**src/verilog/dram_ecc_pkg.sv**
```systemverilog
////////////////////
// Shared widths and vector types for the nibble ECC path
// GF(16) power table and symbol multiply
////////////////////
package dram_ecc_pkg;

   // Word geometry
   parameter int data_w     = 128;
   parameter int nib_w      = 4;
   parameter int n_data_nib = 32;
   parameter int n_chk_nib  = 4;
   parameter int n_loc      = n_data_nib + n_chk_nib;

   // Nibbles per check group, 0-14 and 15-29
   parameter int n_grp_nib  = 15;

   typedef logic [data_w-1:0]          data_t;
   typedef logic [n_chk_nib*nib_w-1:0] ecc_t;
   typedef logic [nib_w-1:0]           nib_t;
   typedef logic [n_loc-1:0]           loc_t;

   ////////////////////
   // GF(16) arithmetic
   ////////////////////

   // Field polynomial x^4 + x + 1, so x^4 folds back to 4'h3
   function automatic nib_t gf_xtime(input nib_t a);
      nib_t r;
      r = {a[2:0], 1'b0};
      if (a[3]) begin
         r = r ^ 4'h3;
      end
      return r;
   endfunction

   // alpha^p with alpha = 2, exponent taken mod 15
   function automatic nib_t gf_pow(input int p);
      nib_t r;
      int   n;
      int   i;
      r = 4'h1;
      n = p % 15;
      for (i = 0; i < n; i++) begin
         r = gf_xtime(r);
      end
      return r;
   endfunction

   // Shift and add multiply, one partial product per bit of b
   function automatic nib_t gf_mul(input nib_t a, input nib_t b);
      nib_t r;
      nib_t t;
      int   i;
      r = '0;
      t = a;
      for (i = 0; i < nib_w; i++) begin
         if (b[i]) begin
            r = r ^ t;
         end
         t = gf_xtime(t);
      end
      return r;
   endfunction

endpackage

```
**src/verilog/dram_ecc_cor.sv**
```systemverilog
////////////////////
// Top level of the two-stage ECC checker and corrector
////////////////////
`timescale 1ns/1ps

module dram_ecc_cor (
   input  logic                clk,
   input  logic                rst,
   input  dram_ecc_pkg::data_t raw_data,
   input  dram_ecc_pkg::ecc_t  raw_ecc,
   output dram_ecc_pkg::data_t cor_data,
   output dram_ecc_pkg::loc_t  ecc_loc,
   output logic                single_err,
   output logic                multi_err
);
   import dram_ecc_pkg::*;

   ecc_t  syndrome;
   data_t data_d1;
   loc_t  err_loc;
   nib_t  err_sym;
   logic  single;
   logic  multi;

   // Stage 1
   dram_ecc_syndrome u_syndrome (
      .clk      (clk),
      .rst      (rst),
      .raw_data (raw_data),
      .raw_ecc  (raw_ecc),
      .syndrome (syndrome),
      .data_d1  (data_d1)
   );

   dram_ecc_decode u_decode (
      .syndrome (syndrome),
      .err_loc  (err_loc),
      .err_sym  (err_sym),
      .single   (single),
      .multi    (multi)
   );

   // Stage 2
   dram_ecc_correct u_correct (
      .clk        (clk),
      .rst        (rst),
      .data_d1    (data_d1),
      .err_loc    (err_loc),
      .err_sym    (err_sym),
      .single     (single),
      .multi      (multi),
      .cor_data   (cor_data),
      .ecc_loc    (ecc_loc),
      .single_err (single_err),
      .multi_err  (multi_err)
   );

endmodule

```
**src/verilog/dram_ecc_correct.sv**
```systemverilog
////////////////////
// Nibble correction and output register
////////////////////
`timescale 1ns/1ps

module dram_ecc_correct (
   input  logic                clk,
   input  logic                rst,
   input  dram_ecc_pkg::data_t data_d1,
   input  dram_ecc_pkg::loc_t  err_loc,
   input  dram_ecc_pkg::nib_t  err_sym,
   input  logic                single,
   input  logic                multi,
   output dram_ecc_pkg::data_t cor_data,
   output dram_ecc_pkg::loc_t  ecc_loc,
   output logic                single_err,
   output logic                multi_err
);
   import dram_ecc_pkg::*;

   data_t fixed_data;

   // At most one location bit is set, multi leaves them all clear
   for (genvar i = 0; i < n_data_nib; i++) begin : g_fix
      assign fixed_data[nib_w*i +: nib_w] =
         data_d1[nib_w*i +: nib_w] ^ (err_loc[i] ? err_sym : nib_t'(0));
   end

   ////////////////////
   // Result register
   ////////////////////

   always_ff @(posedge clk) begin
      if (rst) begin
         cor_data   <= '0;
         ecc_loc    <= '0;
         single_err <= 1'b0;
         multi_err  <= 1'b0;
      end else begin
         cor_data   <= fixed_data;
         ecc_loc    <= err_loc;
         single_err <= single;
         multi_err  <= multi;
      end
   end

endmodule

```
**src/verilog/dram_ecc_decode.sv**
```systemverilog
////////////////////
// Syndrome decoder, locates the failing symbol and
// classifies single or multiple errors
////////////////////
`timescale 1ns/1ps

module dram_ecc_decode (
   input  dram_ecc_pkg::ecc_t syndrome,
   output dram_ecc_pkg::loc_t err_loc,
   output dram_ecc_pkg::nib_t err_sym,
   output logic               single,
   output logic               multi
);
   import dram_ecc_pkg::*;

   nib_t s0;
   nib_t s1;
   nib_t s2;
   nib_t s3;

   logic [n_chk_nib-1:0] nz;
   logic [n_grp_nib-1:0] lo_hit;
   logic [n_grp_nib-1:0] hi_hit;

   logic lo_err;
   logic hi_err;
   logic n30_err;
   logic n31_err;

   assign s0 = syndrome[0*nib_w +: nib_w];
   assign s1 = syndrome[1*nib_w +: nib_w];
   assign s2 = syndrome[2*nib_w +: nib_w];
   assign s3 = syndrome[3*nib_w +: nib_w];

   assign nz = {|s3, |s2, |s1, |s0};

   ////////////////////
   // Group matches
   ////////////////////

   // Lower group, nibble k gives s0 = a^k*s1 and s3 = a^2k*s1
   for (genvar k = 0; k < n_grp_nib; k++) begin : g_lo
      localparam nib_t w1 = gf_pow(k);
      localparam nib_t w2 = gf_pow(2 * k);

      assign lo_hit[k] = (s0 == gf_mul(w1, s1)) && (s3 == gf_mul(w2, s1));
   end

   // Upper group, same weights against s2
   for (genvar k = 0; k < n_grp_nib; k++) begin : g_hi
      localparam nib_t w1 = gf_pow(k);
      localparam nib_t w2 = gf_pow(2 * k);

      assign hi_hit[k] = (s0 == gf_mul(w1, s2)) && (s3 == gf_mul(w2, s2));
   end

   // Powers of alpha are distinct, so at most one hit per group
   assign lo_err  = nz[1] && !nz[2] && (|lo_hit);
   assign hi_err  = nz[2] && !nz[1] && (|hi_hit);
   assign n30_err = !nz[0] && !nz[3] && nz[1] && (s1 == s2);
   assign n31_err = nz[0] && !nz[3] && (s0 == s1) && (s1 == s2);

   ////////////////////
   // Classification
   ////////////////////

   always_comb begin
      err_loc = '0;
      err_sym = '0;
      single  = 1'b0;
      multi   = 1'b0;
      if ($onehot(nz)) begin
         // Lone check nibble hit, data is fine
         err_loc[n_data_nib +: n_chk_nib] = nz;
         single = 1'b1;
      end else if (lo_err) begin
         err_loc[0 +: n_grp_nib] = lo_hit;
         err_sym = s1;
         single  = 1'b1;
      end else if (hi_err) begin
         err_loc[n_grp_nib +: n_grp_nib] = hi_hit;
         err_sym = s2;
         single  = 1'b1;
      end else if (n30_err) begin
         err_loc[n_data_nib-2] = 1'b1;
         err_sym = s1;
         single  = 1'b1;
      end else if (n31_err) begin
         err_loc[n_data_nib-1] = 1'b1;
         err_sym = s1;
         single  = 1'b1;
      end else if (|nz) begin
         multi = 1'b1;   // no single symbol explains it
      end
   end

endmodule

```
**src/verilog/dram_ecc_gen.sv**
```systemverilog
////////////////////
// Check nibble generator, pure XOR network
////////////////////
`timescale 1ns/1ps

module dram_ecc_gen (
   input  dram_ecc_pkg::data_t data,
   output dram_ecc_pkg::ecc_t  ecc
);
   import dram_ecc_pkg::*;

   // Weighted data nibbles for c0 (alpha^k) and c3 (alpha^2k)
   wire nib_t t0_lo [n_grp_nib];
   wire nib_t t0_hi [n_grp_nib];
   wire nib_t t3_lo [n_grp_nib];
   wire nib_t t3_hi [n_grp_nib];

   nib_t d30;
   nib_t d31;
   nib_t c0;
   nib_t c1;
   nib_t c2;
   nib_t c3;

   assign d30 = data[nib_w*(n_data_nib-2) +: nib_w];
   assign d31 = data[nib_w*(n_data_nib-1) +: nib_w];

   for (genvar k = 0; k < n_grp_nib; k++) begin : g_term
      localparam nib_t w1 = gf_pow(k);
      localparam nib_t w2 = gf_pow(2 * k);

      assign t0_lo[k] = gf_mul(w1, data[nib_w*k +: nib_w]);
      assign t0_hi[k] = gf_mul(w1, data[nib_w*(n_grp_nib+k) +: nib_w]);
      assign t3_lo[k] = gf_mul(w2, data[nib_w*k +: nib_w]);
      assign t3_hi[k] = gf_mul(w2, data[nib_w*(n_grp_nib+k) +: nib_w]);
   end

   // Nibble 31 hits c0..c2, nibble 30 only the two parity nibbles
   always_comb begin
      c0 = d31;
      c1 = d30 ^ d31;
      c2 = d30 ^ d31;
      c3 = '0;
      for (int k = 0; k < n_grp_nib; k++) begin
         c0 = c0 ^ t0_lo[k] ^ t0_hi[k];
         c1 = c1 ^ data[nib_w*k +: nib_w];
         c2 = c2 ^ data[nib_w*(n_grp_nib+k) +: nib_w];
         c3 = c3 ^ t3_lo[k] ^ t3_hi[k];
      end
   end

   assign ecc = {c3, c2, c1, c0};

endmodule

```
**src/verilog/dram_ecc_syndrome.sv**
```systemverilog
////////////////////
// First pipeline stage
// Regenerates check bits and registers syndrome with data
////////////////////
`timescale 1ns/1ps

module dram_ecc_syndrome (
   input  logic                clk,
   input  logic                rst,
   input  dram_ecc_pkg::data_t raw_data,
   input  dram_ecc_pkg::ecc_t  raw_ecc,
   output dram_ecc_pkg::ecc_t  syndrome,
   output dram_ecc_pkg::data_t data_d1
);
   import dram_ecc_pkg::*;

   ecc_t gen_ecc;
   ecc_t diff_ecc;

   dram_ecc_gen u_gen (
      .data (raw_data),
      .ecc  (gen_ecc)
   );

   // Nonzero nibble means that check group disagrees
   assign diff_ecc = gen_ecc ^ raw_ecc;

   ////////////////////
   // Stage register
   ////////////////////

   // Data clears too, so the first word after reset reads as zero
   always_ff @(posedge clk) begin
      if (rst) begin
         syndrome <= '0;
         data_d1  <= '0;
      end else begin
         syndrome <= diff_ecc;
         data_d1  <= raw_data;
      end
   end

endmodule
```
**config.mk**
```make
export PLATFORM = sky130hd
export DESIGN_NAME = dram_ecc_cor
export DESIGN_NICKNAME = d
export VERILOG_FILES = /design/src/verilog/dram_ecc_pkg.sv /design/src/verilog/dram_ecc_cor.sv /design/src/verilog/dram_ecc_correct.sv /design/src/verilog/dram_ecc_decode.sv /design/src/verilog/dram_ecc_gen.sv /design/src/verilog/dram_ecc_syndrome.sv
export SDC_FILE = /design/constraint.sdc
export NUM_CORES = 1
export LEC_CHECK = 0
export BUFFER_PORTS_ARGS = -buffer_cell sky130_fd_sc_hd__buf_2
export CORE_UTILIZATION = 46
export DETAILED_ROUTE_END_ITERATION = 6
export PLACE_DENSITY = 0.68
export SLEW_MARGIN = 20
export SYNTH_ARGS = -nofsm -noshare
export SYNTH_HDL_FRONTEND = slang
export SYNTH_SLANG_ARGS = --single-unit
export TNS_END_PERCENT = 100
```
**constraint.sdc**
```tcl
create_clock -name clk -period 7.9 [get_ports clk]
set_input_delay 1.58 -clock clk [delete_from_list [all_inputs] [get_ports clk]]
set_output_delay 1.58 -clock clk [all_outputs]
set_load 0.01 [all_outputs]
```
==> impl_metrics.json, run 1 <==
{
  "critPathLaunchType": "flip-flop",
  "rr_worst_depth": 13,
  "clockRootBuffer": "clkbuf_16",
  "synth_area_um2": 17060,
  "grt_usage_pct": 30.26,
  "grt_overflow": 0,
  "critPathCaptureType": "flip-flop",
  "rows": 70,
  "clock_skew_ns": 0.02921,
  "hp-class": "flip-flop to flip-flop",
  "cp.required_ns": 8.33,
  "critPathKind": "flip-flop to flip-flop",
  "setup_tns_ns": 0,
  "die-area_um2": 37860,
  "avgSynthCellArea_um2": 8.970,
  "htreeDepth": 2,
  "cp.arrival_ns": 5.76,
  "crit_start": "u_syndrome.syndrome[5]$_SDFF_PP0_",
  "drive_gt1_share_pct": 19.77,
  "ys.flop_type": "dfxtp_1",
  "synth_area_leaders": "dfxtp_1, xnor2_1, xor2_1, nor2b_1, or3_1",
  "clock_latency_ns": 0.54,
  "syn_nets": 2058,
  "layout_commonest_cell": "xnor2_1",
  "holdBufCountCts": 0,
  "timing.fmax_ghz": 0.1877,
  "placed_cells": 2575,
  "hold_viol_final": 0,
  "ys_seq_area_share_pct": 36.37,
  "synth_edf_count": 0,
  "synthDistinctLibCells": 69,
  "p_sw_w": 0.003635,
  "synth_top_area_share_pct": 36.37,
  "cts_setup_buffers": 0,
  "num-fill-cells": 3365,
  "synth_seq_cells": 310,
  "cts_sinks": 310,
  "seqCellArea_um2": 6215,
  "route.detailed.drc": 0,
  "start_util_pct": 46.71,
  "p_per_area_nw_per_um2": 399.1,
  "r2r-end": "u_correct.cor_data[19]$_SDFF_PP0_",
  "finalSetupViolCount": 0,
  "switching_share_pct": 45.81,
  "syn_to_final_growth_pct": 16.53,
  "p_comb_share_pct": 57.0,
  "syn-instance-count": 1902,
  "routed_wl_mm": 58.43,
  "ctsResizeCount": 0,
  "whs_path_depth": 2,
  "wl_per_cell_um": 22.17,
  "instances_no_fill": 2636,
  "met1Wirelength_mm": 24.49,
  "placed_area_um2": 18800,
  "cts_buffers": 34,
  "async_reset_ff_share_pct": 0,
  "final_area_um2": 19880,
  "hpwl_mm": 43.79,
  "cts_tree": "built",
  "grt_start_max_net_pins": 108,
  "detail-route-antenna-nets": 0,
  "power_frac_seq_pct": 23.6,
  "yosys_warnings": 0,
  "chipHeight_um": 194.6,
  "max_slew.worst_pin.slew_ns": 1.145,
  "drv_slew": 0,
  "layout_common_cells": "xnor2_1, buf_2, dfxtp_1, xor2_1, nor2b_1",
  "drtIter0Drc": 1147,
  "cts_buffer_depth": 3,
  "timing.final.crit_period_ns": 5.328,
  "top_layer": "met5",
  "numPortBuffers": 311,
  "core-area_um2": 36520,
  "worst-path-max-fanout": 44,
  "r2r_setup_slack_ns": 2.57,
  "outcome": "finished, final reports clean",
  "final_core_util_pct": 54.44,
  "slew_headroom_pct": 23.11,
  "fin_nets": 2299,
  "cap_viol_max_count": 0,
  "viasPerCell": 5.574,
  "grt_pass1_vias": 14031,
  "antenna_found_initial": 10,
  "grt_pass1_wl_mm": 86.39,
  "ir_worst_vdd_uv": 278.1,
  "dr_wl_met2_mm": 27.15,
  "dr_wl_met3_mm": 4.229,
  "first_pass_iters": 5,
  "p_int_w": 0.004300,
  "die_w_um": 194.6,
  "rsz0062_at_grt": "no",
  "vias": 14692,
  "fin_crit_sh_pct": 67.44,
  "pin_count": 312,
  "clk_pin_slew_ns": 0.07,
  "timing.rr.start": "u_syndrome.syndrome[5]$_SDFF_PP0_",
  "worstSetupEndpoint": "u_correct.cor_data[19]$_SDFF_PP0_",
  "gp_congestion": 0.9784,
  "p_clk_share_pct": 19.4,
  "multi_input_area_um2": 10170,
  "yosysTopAreaCell": "dfxtp_1",
  "cellLeakagePower_nw": 7.943
}
-- kinds of logic after synthesis --
logic type      count (synthesis)  share of synthesized area [%]
simple gates                  622                          20.68
xor+xnor                      499                          26.86
flops                         310                          36.37
compound gates                293                          10.18
buf+inv                       154                          4.261
mux                            14                         0.8727
fa+ha+maj                      10                         0.7774
-- registers in the layout, summed over array words and instances (netlist names) --
signal	flops
u_syndrome.syndrome	16
u_correct.multi_err	1
u_correct.cor_data	128
u_correct.single_err	1
u_syndrome.data_d1	128
u_correct.ecc_loc	36
-- critical path, stage by stage (launching register included) --
cell,delay [ns]
dfxtp_1,0.31
buf_4,0.33
inv_1,0.16
ha_1,0.97
xor2_1,0.56
mux2i_1,0.26
nand3_1,0.15
a22oi_1,0.26
nand4_1,0.14
nor4_2,0.61
a2bb2oi_4,0.84
buf_4,0.36
o21ai_0,0.12
a21oi_1,0.16
-- layout make-up --
cell class                      instances  area share [%]
Antenna cell                            3         0.03776
Clock buffer                           47           4.884
Clock inverter                         11          0.4909
Inverter                               23          0.4342
Multi-Input combinational cell       1438           51.13
Sequential cell                       310           31.26
Tap cell                              468           2.945
Timing Repair Buffer                  336           8.817
-- synthesized netlist by cell type (3+ instances only) --
cell       instances
a2111oi_0          4
a211o_1            3
a211oi_1          12
a21oi_1          103
a221oi_1           7
a22oi_1            3
a31o_2             4
a31oi_1            7
and2_1            18
and3_1            23
buf_1              5
buf_2             44
buf_4              9
buf_6              8
clkbuf_1          65
dfxtp_1          310
ha_1               9
inv_1             21
mux2i_1           11
nand2_1           43
nand2b_1          16
nand3_1           57
nand3b_1           5
nand4_1           41
nor2_1            91
nor2b_1          141
nor3_1            37
nor4_1             6
nor4_2             5
o211ai_1          10
o21ai_0          108
o22ai_1           11
o2bb2ai_1          3
or2_2              3
or3_1            115
or4_1             10
xnor2_1          331
xnor3_1            8
xor2_1           152
xor3_1             4
-- metal layers --
metal	track usage (%)	vias to the layer above
met3	5.119	137
met4	13.20	10
met2	49.67	635
met5	0	-
met1	39.00	6996
li1	-	6914
-- worst min-delay path by stage --
stage / startpoint / to
3_5_place_dp: u_syndrome.data_d1[40]$_SDFF_PP0_ / u_correct.cor_data[40]$_SDFF_PP0_
2_1_floorplan: u_syndrome.data_d1[16]$_SDFF_PP0_ / u_correct.cor_data[16]$_SDFF_PP0_
3_3_place_gp: u_syndrome.data_d1[47]$_SDFF_PP0_ / u_correct.cor_data[47]$_SDFF_PP0_
6_report: u_syndrome.data_d1[55]$_SDFF_PP0_ / u_correct.cor_data[55]$_SDFF_PP0_
4_1_cts: u_syndrome.data_d1[55]$_SDFF_PP0_ / u_correct.cor_data[55]$_SDFF_PP0_
5_1_grt: u_syndrome.data_d1[75]$_SDFF_PP0_ / u_correct.cor_data[75]$_SDFF_PP0_
-- through the flow --
step | power, W | setup slack, ns | hold slack (ns)
after global routing | 0.008407 | 2.179 | 0.4791
after floorplan | 0.005270 | 4.146 | 0.4448
final | 0.007935 | 2.572 | 0.4590
after CTS | 0.007900 | 2.416 | 0.4597
after detailed placement | 0.006351 | 2.451 | 0.4558
after global placement | 0.006320 | 2.485 | 0.4461
-- power by group through the flow --
| stage | logic, W | registers, W | clock network, W |
|---|---|---|---|
| after detailed placement | 0.00445 | 0.00190 | 0 |
| final | 0.00453 | 0.00187 | 0.00154 |
| after global routing | 0.00489 | 0.00189 | 0.00163 |
| after global placement | 0.00442 | 0.00190 | 0 |
| after CTS | 0.00447 | 0.00187 | 0.00156 |
| after floorplan | 0.00351 | 0.00177 | 0 |
No activity file was read; power rests on OpenSTA's default activity.
==> inputs of run 2 (changes only) <==
--- a/config.mk
+++ b/config.mk
@@ -5,10 +5,11 @@
 export SDC_FILE = /design/constraint.sdc
 export NUM_CORES = 1
 export LEC_CHECK = 0
+export ABC_AREA = 1
 export BUFFER_PORTS_ARGS = -buffer_cell sky130_fd_sc_hd__buf_2
 export CORE_UTILIZATION = 46
 export DETAILED_ROUTE_END_ITERATION = 6
-export PLACE_DENSITY = 0.68
+export PLACE_DENSITY = 0.67
 export SLEW_MARGIN = 20
 export SYNTH_ARGS = -nofsm -noshare
 export SYNTH_HDL_FRONTEND = slang
==> constraint.sdc (replaced) <==
create_clock -name clk -period 5.51 [get_ports clk]
set_input_delay 1.102 -clock clk [delete_from_list [all_inputs] [get_ports clk]]
set_output_delay 1.102 -clock clk [all_outputs]
set_load 0.01 [all_outputs]
==> run 2 against run 1 <==
Compared with the run above: core utilization decreased by 1.3 points; count of clock-buffer cells in the layout is 5 lower; clock skew shrank 0.0066 ns; worst setup slack lost 1.8 ns; cell count increased by 51%; critical path depth up 7; die area grew 23%; register-to-register slack lost 1.8 ns; critical endpoint is now u_correct.cor_data[103]$_SDFF_PP0_; largest cell class unchanged.
==> impl_metrics.json, run 2 <==
{
  "outcome": "finished, final reports clean",
  "final_area_um2": 24070,
  "worst-path-max-fanout": 33,
  "clock_skew_ns": 0.02260,
  "timing.final.crit_period_ns": 4.734,
  "ys_seq_area_share_pct": 29.47,
  "grt_pass1_wl_mm": 112.4,
  "syn_nets": 3303,
  "vias": 20527,
  "synth_area_um2": 21060,
  "pin_count": 312,
  "pre_cts_ws_ns": 1.130,
  "critPathCaptureType": "flip-flop",
  "grt_overflow": 0,
  "synth_seq_cells": 310,
  "cts_buffer_depth": 3,
  "clockRootBuffer": "clkbuf_16",
  "p_comb_share_pct": 61.9,
  "hp-class": "flip-flop to flip-flop",
  "ctsResizeCount": 0,
  "p_clk_share_pct": 19.2,
  "synthDistinctLibCells": 35,
  "cap_viol_max_count": 0,
  "setup_ws_ns": 0.7756,
  "antenna_found_initial": 3,
  "drive_gt1_share_pct": 13.95,
  "hpwl_mm": 56.21,
  "viasPerCell": 5.167,
  "detail-route-antenna-nets": 0,
  "layout_common_cells": "nand2_1, nor2_1, inv_1, buf_2, dfxtp_1",
  "critPathKind": "flip-flop to flip-flop",
  "yosys_warnings": 0,
  "layout_commonest_cell": "nand2_1",
  "timing.fmax_ghz": 0.2112,
  "crit_start": "u_syndrome.syndrome[5]$_SDFF_PP0_",
  "numPortBuffers": 311,
  "timing.rr.start": "u_syndrome.syndrome[5]$_SDFF_PP0_",
  "drv_slew": 0,
  "setup_tns_ns": 0,
  "cts_sinks": 310,
  "die_w_um": 216.0,
  "finalSetupViolCount": 0,
  "fin_crit_sh_pct": 85.92,
  "clock_latency_ns": 0.57,
  "synth_top_area_share_pct": 29.47,
  "route.detailed.drc": 0,
  "routed_wl_mm": 75.62,
  "yosysTopAreaCell": "dfxtp_1",
  "p_sw_w": 0.007125,
  "finalPower_w": 0.01322,
  "slew_headroom_pct": 28.06,
  "first_pass_iters": 5,
  "die-area_um2": 46640,
  "critPathLaunchType": "flip-flop",
  "cts_tree": "built",
  "power_frac_seq_pct": 18.9,
  "clk_pin_slew_ns": 0.06,
  "gp_congestion": 0.9804,
  "grt_start_max_net_pins": 182,
  "max_slew.worst_pin.slew_ns": 1.072,
  "cts_setup_buffers": 0,
  "grt_pass1_vias": 18597,
  "ys.flop_type": "dfxtp_1",
  "syn_to_final_growth_pct": 14.32,
  "syn-instance-count": 3147,
  "placed_area_um2": 22840,
  "cp.arrival_ns": 5.21,
  "async_reset_ff_share_pct": 0,
  "synth_area_leaders": "dfxtp_1, nand2_1, xnor2_1, xor2_1, nor2_1",
  "chipHeight_um": 216.0,
  "synth_common_cells": "nand2_1, nor2_1, inv_1, dfxtp_1, xnor2_1",
  "core-area_um2": 45280,
  "avgSynthCellArea_um2": 6.691,
  "p_per_area_nw_per_um2": 549.1,
  "reg_top3": "u_correct.cor_data (128), u_syndrome.data_d1 (128), u_correct.ecc_loc (36)",
  "final_core_util_pct": 53.16,
  "hp-start": "u_syndrome.data_d1[1]$_SDFF_PP0_",
  "ir_worst_vdd_uv": 971.3,
  "grt_usage_pct": 31.79,
  "htreeDepth": 2,
  "p_int_w": 0.006094,
  "fin_nets": 3503,
  "cellLeakagePower_nw": 12.19,
  "drtIter0Drc": 2106,
  "cp.required_ns": 5.98,
  "cts_buffers": 35,
  "hold_viol_final": 0,
  "synth_edf_count": 0,
  "rsz0062_at_grt": "no",
  "wl_per_cell_um": 19.03,
  "rows": 78,
  "synth.most_common_cell": "nand2_1",
  "switching_share_pct": 53.90,
  "start_util_pct": 46.50,
  "holdBufCountCts": 0
}
[run 2: logic make-up (layout without fill, tap and decap cells)]
kind of cell	count (synthesis)	count (layout)	synth area share (%)
DFF	310	310	29.47
and+or+nand+nor	1631	1631	33.46
AOI/OAI and AO/OA	57	57	1.390
adders and majority gates	10	10	0.6298
buffers and inverters	557	779	10.84
other	0	4	0
xor gates and xnor gates	582	582	24.21
[run 2: path summary, 6_finish.rpt]
kind | end | depth (start not counted) | slack (ns)
worst max-delay path | u_correct.cor_data[103]$_SDFF_PP0_ | 20 | 0.78
worst max register to register | u_correct.cor_data[103]$_SDFF_PP0_ | 20 | 0.78
worst min-delay path | u_correct.cor_data[1]$_SDFF_PP0_ | 2 | 0.46
worst min register to register | u_correct.cor_data[1]$_SDFF_PP0_ | 2 | 0.46
[run 2: final cells by class]
| cell class | count | area (um^2) |
|---|---|---|
| clock buffer | 42 | 932.1 |
| sequential | 310 | 6206 |
| inverter | 364 | 1366 |
| fill | 4671 | 21210 |
| clock inverter | 17 | 289.0 |
| multi-input combinational | 2280 | 12570 |
| tap | 600 | 750.7 |
| timing repair buffer | 356 | 1951 |
| antenna | 4 | 10.01 |
[run 2: metal layers]
metal	up-vias	track usage (%)	wire length, um
li1	9957	-	-
met1	9418	41.32	30440
met2	974	52.29	35030
met3	176	4.651	6900
met4	2	13.69	3237
met5	-	0	11
[run 2: power by group through the flow]
stage                     logic, W  registers, W  clock network (W)
after floorplan            0.00597       0.00254                  0
after global placement     0.00788       0.00255                  0
after detailed placement   0.00792       0.00255                  0
after CTS                  0.00794       0.00250            0.00255
after global routing       0.00887       0.00252            0.00265
final                      0.00818       0.00250            0.00253
[run 2: metrics by stage]
step / instances / hold WS [ns]
CTS: 3969 / 0.4691
finish: 3973 / 0.4636
floorplan: 3147 / 0.4576
detailed placement: 3910 / 0.4668
global placement: 3910 / 0.4605
global route: 3970 / 0.4912
[run 2: critical path, cell delays in order (launching register included)]
cell and delay [ns]:
dfxtp_1 0.33, inv_1 0.04, buf_4 0.19, ha_1 0.57, buf_4 0.27, nand2_1 0.08, nand2_2 0.22, nand2_1 0.08
o21ai_1 0.09, nand3_1 0.12, nor2_1 0.55, nor2_1 0.08, nand2_1 0.11, nor2_2 0.05, nand2_4 0.14, nand3_1 0.12
nand2_1 0.11, clkinv_1 0.82, nand4_1 0.38, nand2_1 0.08, nor2_1 0.19
==> inputs of run 3 (changes only) <==
--- a/config.mk
+++ b/config.mk
@@ -7,6 +7,7 @@
 export LEC_CHECK = 0
 export ABC_AREA = 1
 export BUFFER_PORTS_ARGS = -buffer_cell sky130_fd_sc_hd__buf_2
+export CORE_MARGIN = 10
 export CORE_UTILIZATION = 46
 export DETAILED_ROUTE_END_ITERATION = 6
 export PLACE_DENSITY = 0.67
==> run 3 against run 2 <==
Compared with the run above: sequential cell count unchanged; maximum frequency up 6.4%; sequential share of layout area down 0.068 points; design area up 0.27%; die area up 17%; non-clock buffer count up 2; critical path depth up 1; core utilization up 0.14 points; sequential power about the same; cell count up 0.25%; register-to-register slack better by 0.28 ns; first-iteration DRC count up 2.2%; critical path type unchanged; critical endpoint is now u_correct.cor_data[124]$_SDFF_PP0_; largest cell class unchanged; largest power group unchanged.
==> impl_metrics.json, run 3 (synthesis results as in run 2) <==
{
  "clockRootBuffer": "clkbuf_16",
  "vias": 20679,
  "multi_input_area_um2": 12570,
  "hp-class": "flip-flop to flip-flop",
  "clock_latency_ns": 0.56,
  "die-area_um2": 54730,
  "worst-path-max-fanout": 33,
  "cp.arrival_ns": 4.91,
  "die_w_um": 234.0,
  "rr_worst_depth": 21,
  "fin_nets": 3506,
  "antenna_found_initial": 7,
  "chipHeight_um": 234.0,
  "hold_viol_final": 0,
  "seqCellArea_um2": 6206,
  "cts_setup_buffers": 0,
  "syn_to_final_growth_pct": 14.62,
  "hpwl_mm": 60.30,
  "clk_pin_slew_ns": 0.06,
  "final_area_um2": 24140,
  "layout_common_cells": "nand2_1, nor2_1, inv_1, buf_2, dfxtp_1",
  "core-area_um2": 45280,
  "cp_common_cell": "nand2_1",
  "holdBufCountCts": 0,
  "grt_pass1_wl_mm": 117.8,
  "cts_buffers": 36,
  "rows": 78,
  "route.detailed.drc": 0,
  "timing.fmax_ghz": 0.2247,
  "detail-route-antenna-nets": 0,
  "routed_wl_mm": 79.54,
  "critPathSlowestCell": "clkinv_1",
  "critPathLaunchType": "flip-flop",
  "cpPeakStageDelay_ns": 0.80,
  "placed_area_um2": 22870,
  "viasPerCell": 5.192,
  "whs_path_depth": 2,
  "num-fill-cells": 4613,
  "p_per_area_nw_per_um2": 551.0,
  "finalPower_w": 0.01330,
  "reg_top3": "u_correct.cor_data (128), u_syndrome.data_d1 (128), u_correct.ecc_loc (36)",
  "gp_congestion": 1.021,
  "start_util_pct": 46.50,
  "rsz0062_at_grt": "no",
  "numPortBuffers": 311,
  "drtIter0Drc": 2153,
  "grt_pass1_vias": 19227,
  "fin_crit_sh_pct": 80.76,
  "crit_chain": "inv_2, ha_1, inv_1, nand2_1, nand2_1, nor2_1, nand2_1, nor2_1, nand2_1, nor2_1, nor2_1, nand2_1, nor2_2, nand2_4, nand3_1, nand2_1, clkinv_1, nand3_1, nand2_1, nand2_1, nor2_1",
  "critPathKind": "flip-flop to flip-flop",
  "finalSetupViolCount": 0,
  "htreeDepth": 2,
  "critPathCaptureType": "flip-flop",
  "grt_overflow": 0,
  "wl_per_cell_um": 19.97,
  "ctsResizeCount": 0,
  "layout_commonest_cell": "nand2_1",
  "drv_slew": 0,
  "cap_viol_max_count": 0,
  "cellLeakagePower_nw": 12.24,
  "clock_skew_ns": 0.02102,
  "max_slew.worst_pin.slew_ns": 1.129,
  "cp.required_ns": 5.97,
  "grt_usage_pct": 28.09,
  "setup_tns_ns": 0,
  "ir_worst_vdd_uv": 957.0,
  "slew_headroom_pct": 24.63,
  "cts_tree": "built",
  "cts_sinks": 310,
  "cts_buffer_depth": 3,
  "pin_count": 312,
  "timing.final.crit_period_ns": 4.450,
  "outcome": "finished, final reports clean",
  "grt_start_max_net_pins": 99,
  "first_pass_iters": 6,
  "drive_gt1_share_pct": 14.12
}
-- run 3: cell count changes in the layout (fill, tap and decap cells not counted), moves of 2 or more --
cell	previous run	this run
clkinv_4	3	0
clkinv_2	2	6
clkbuf_8	3	7
bufinv_16	6	4
inv_1	347	349
-- run 3: worst paths after layout --
kind	start	to	slack [ns]
worst max-delay path	u_syndrome.syndrome[6]$_SDFF_PP0_	u_correct.cor_data[124]$_SDFF_PP0_	1.06
worst min-delay path	u_syndrome.data_d1[45]$_SDFF_PP0_	u_correct.cor_data[45]$_SDFF_PP0_	0.48
worst max register to register	u_syndrome.syndrome[6]$_SDFF_PP0_	u_correct.cor_data[124]$_SDFF_PP0_	1.06
worst min register to register	u_syndrome.data_d1[45]$_SDFF_PP0_	u_correct.cor_data[45]$_SDFF_PP0_	0.48
-- run 3: layout make-up --
| class | instances | share of cell area, % |
|---|---|---|
| clock buffers | 48 | 4.209 |
| repair buffers | 358 | 8.196 |
| clock inverters | 18 | 0.9901 |
| well taps | 600 | 3.110 |
| multi-input cells | 2280 | 52.07 |
| diodes | 5 | 0.05184 |
| flip-flops and latches | 310 | 25.71 |
| inverters | 364 | 5.661 |
-- run 3: where the power goes --
part           internal [W]  switching [W]  leakage (nW)  total (W)
Clock               0.00151        0.00102         0.617    0.00253
Sequential          0.00240       0.000110          2.56    0.00251
Combinational       0.00227        0.00599          9.06    0.00826
-- run 3: routing by layer --
layer  routed length (um)  vias to the layer above  global-route usage, %
li1                     -                    10004                      -
met1                31280                     9518                  35.33
met2                38120                      979                  47.78
met3                 7482                      174                  4.931
met4                 2622                        4                  9.353
met5                   28                        -                      0
-- run 3: through the flow --
stage	utilization (%)	hold slack [ns]	instances	setup WS [ns]
final	53.30	0.4791	3983	1.060
after global routing	53.28	0.4980	3979	0.6995
after CTS	53.27	0.4816	3978	1.448
after detailed placement	50.50	0.4708	3912	1.483
after global placement	50.50	0.4627	3912	1.426
after floorplan	-	0.4576	3147	1.910
-- run 3: critical path: cells and delay by family, from the launching register on --
kind                       cells  cell delay [ns]
adders and majority gates      1             0.64
and+or+nand+nor               17             2.21
buffers and inverters          3             1.11
DFF                            1             0.35
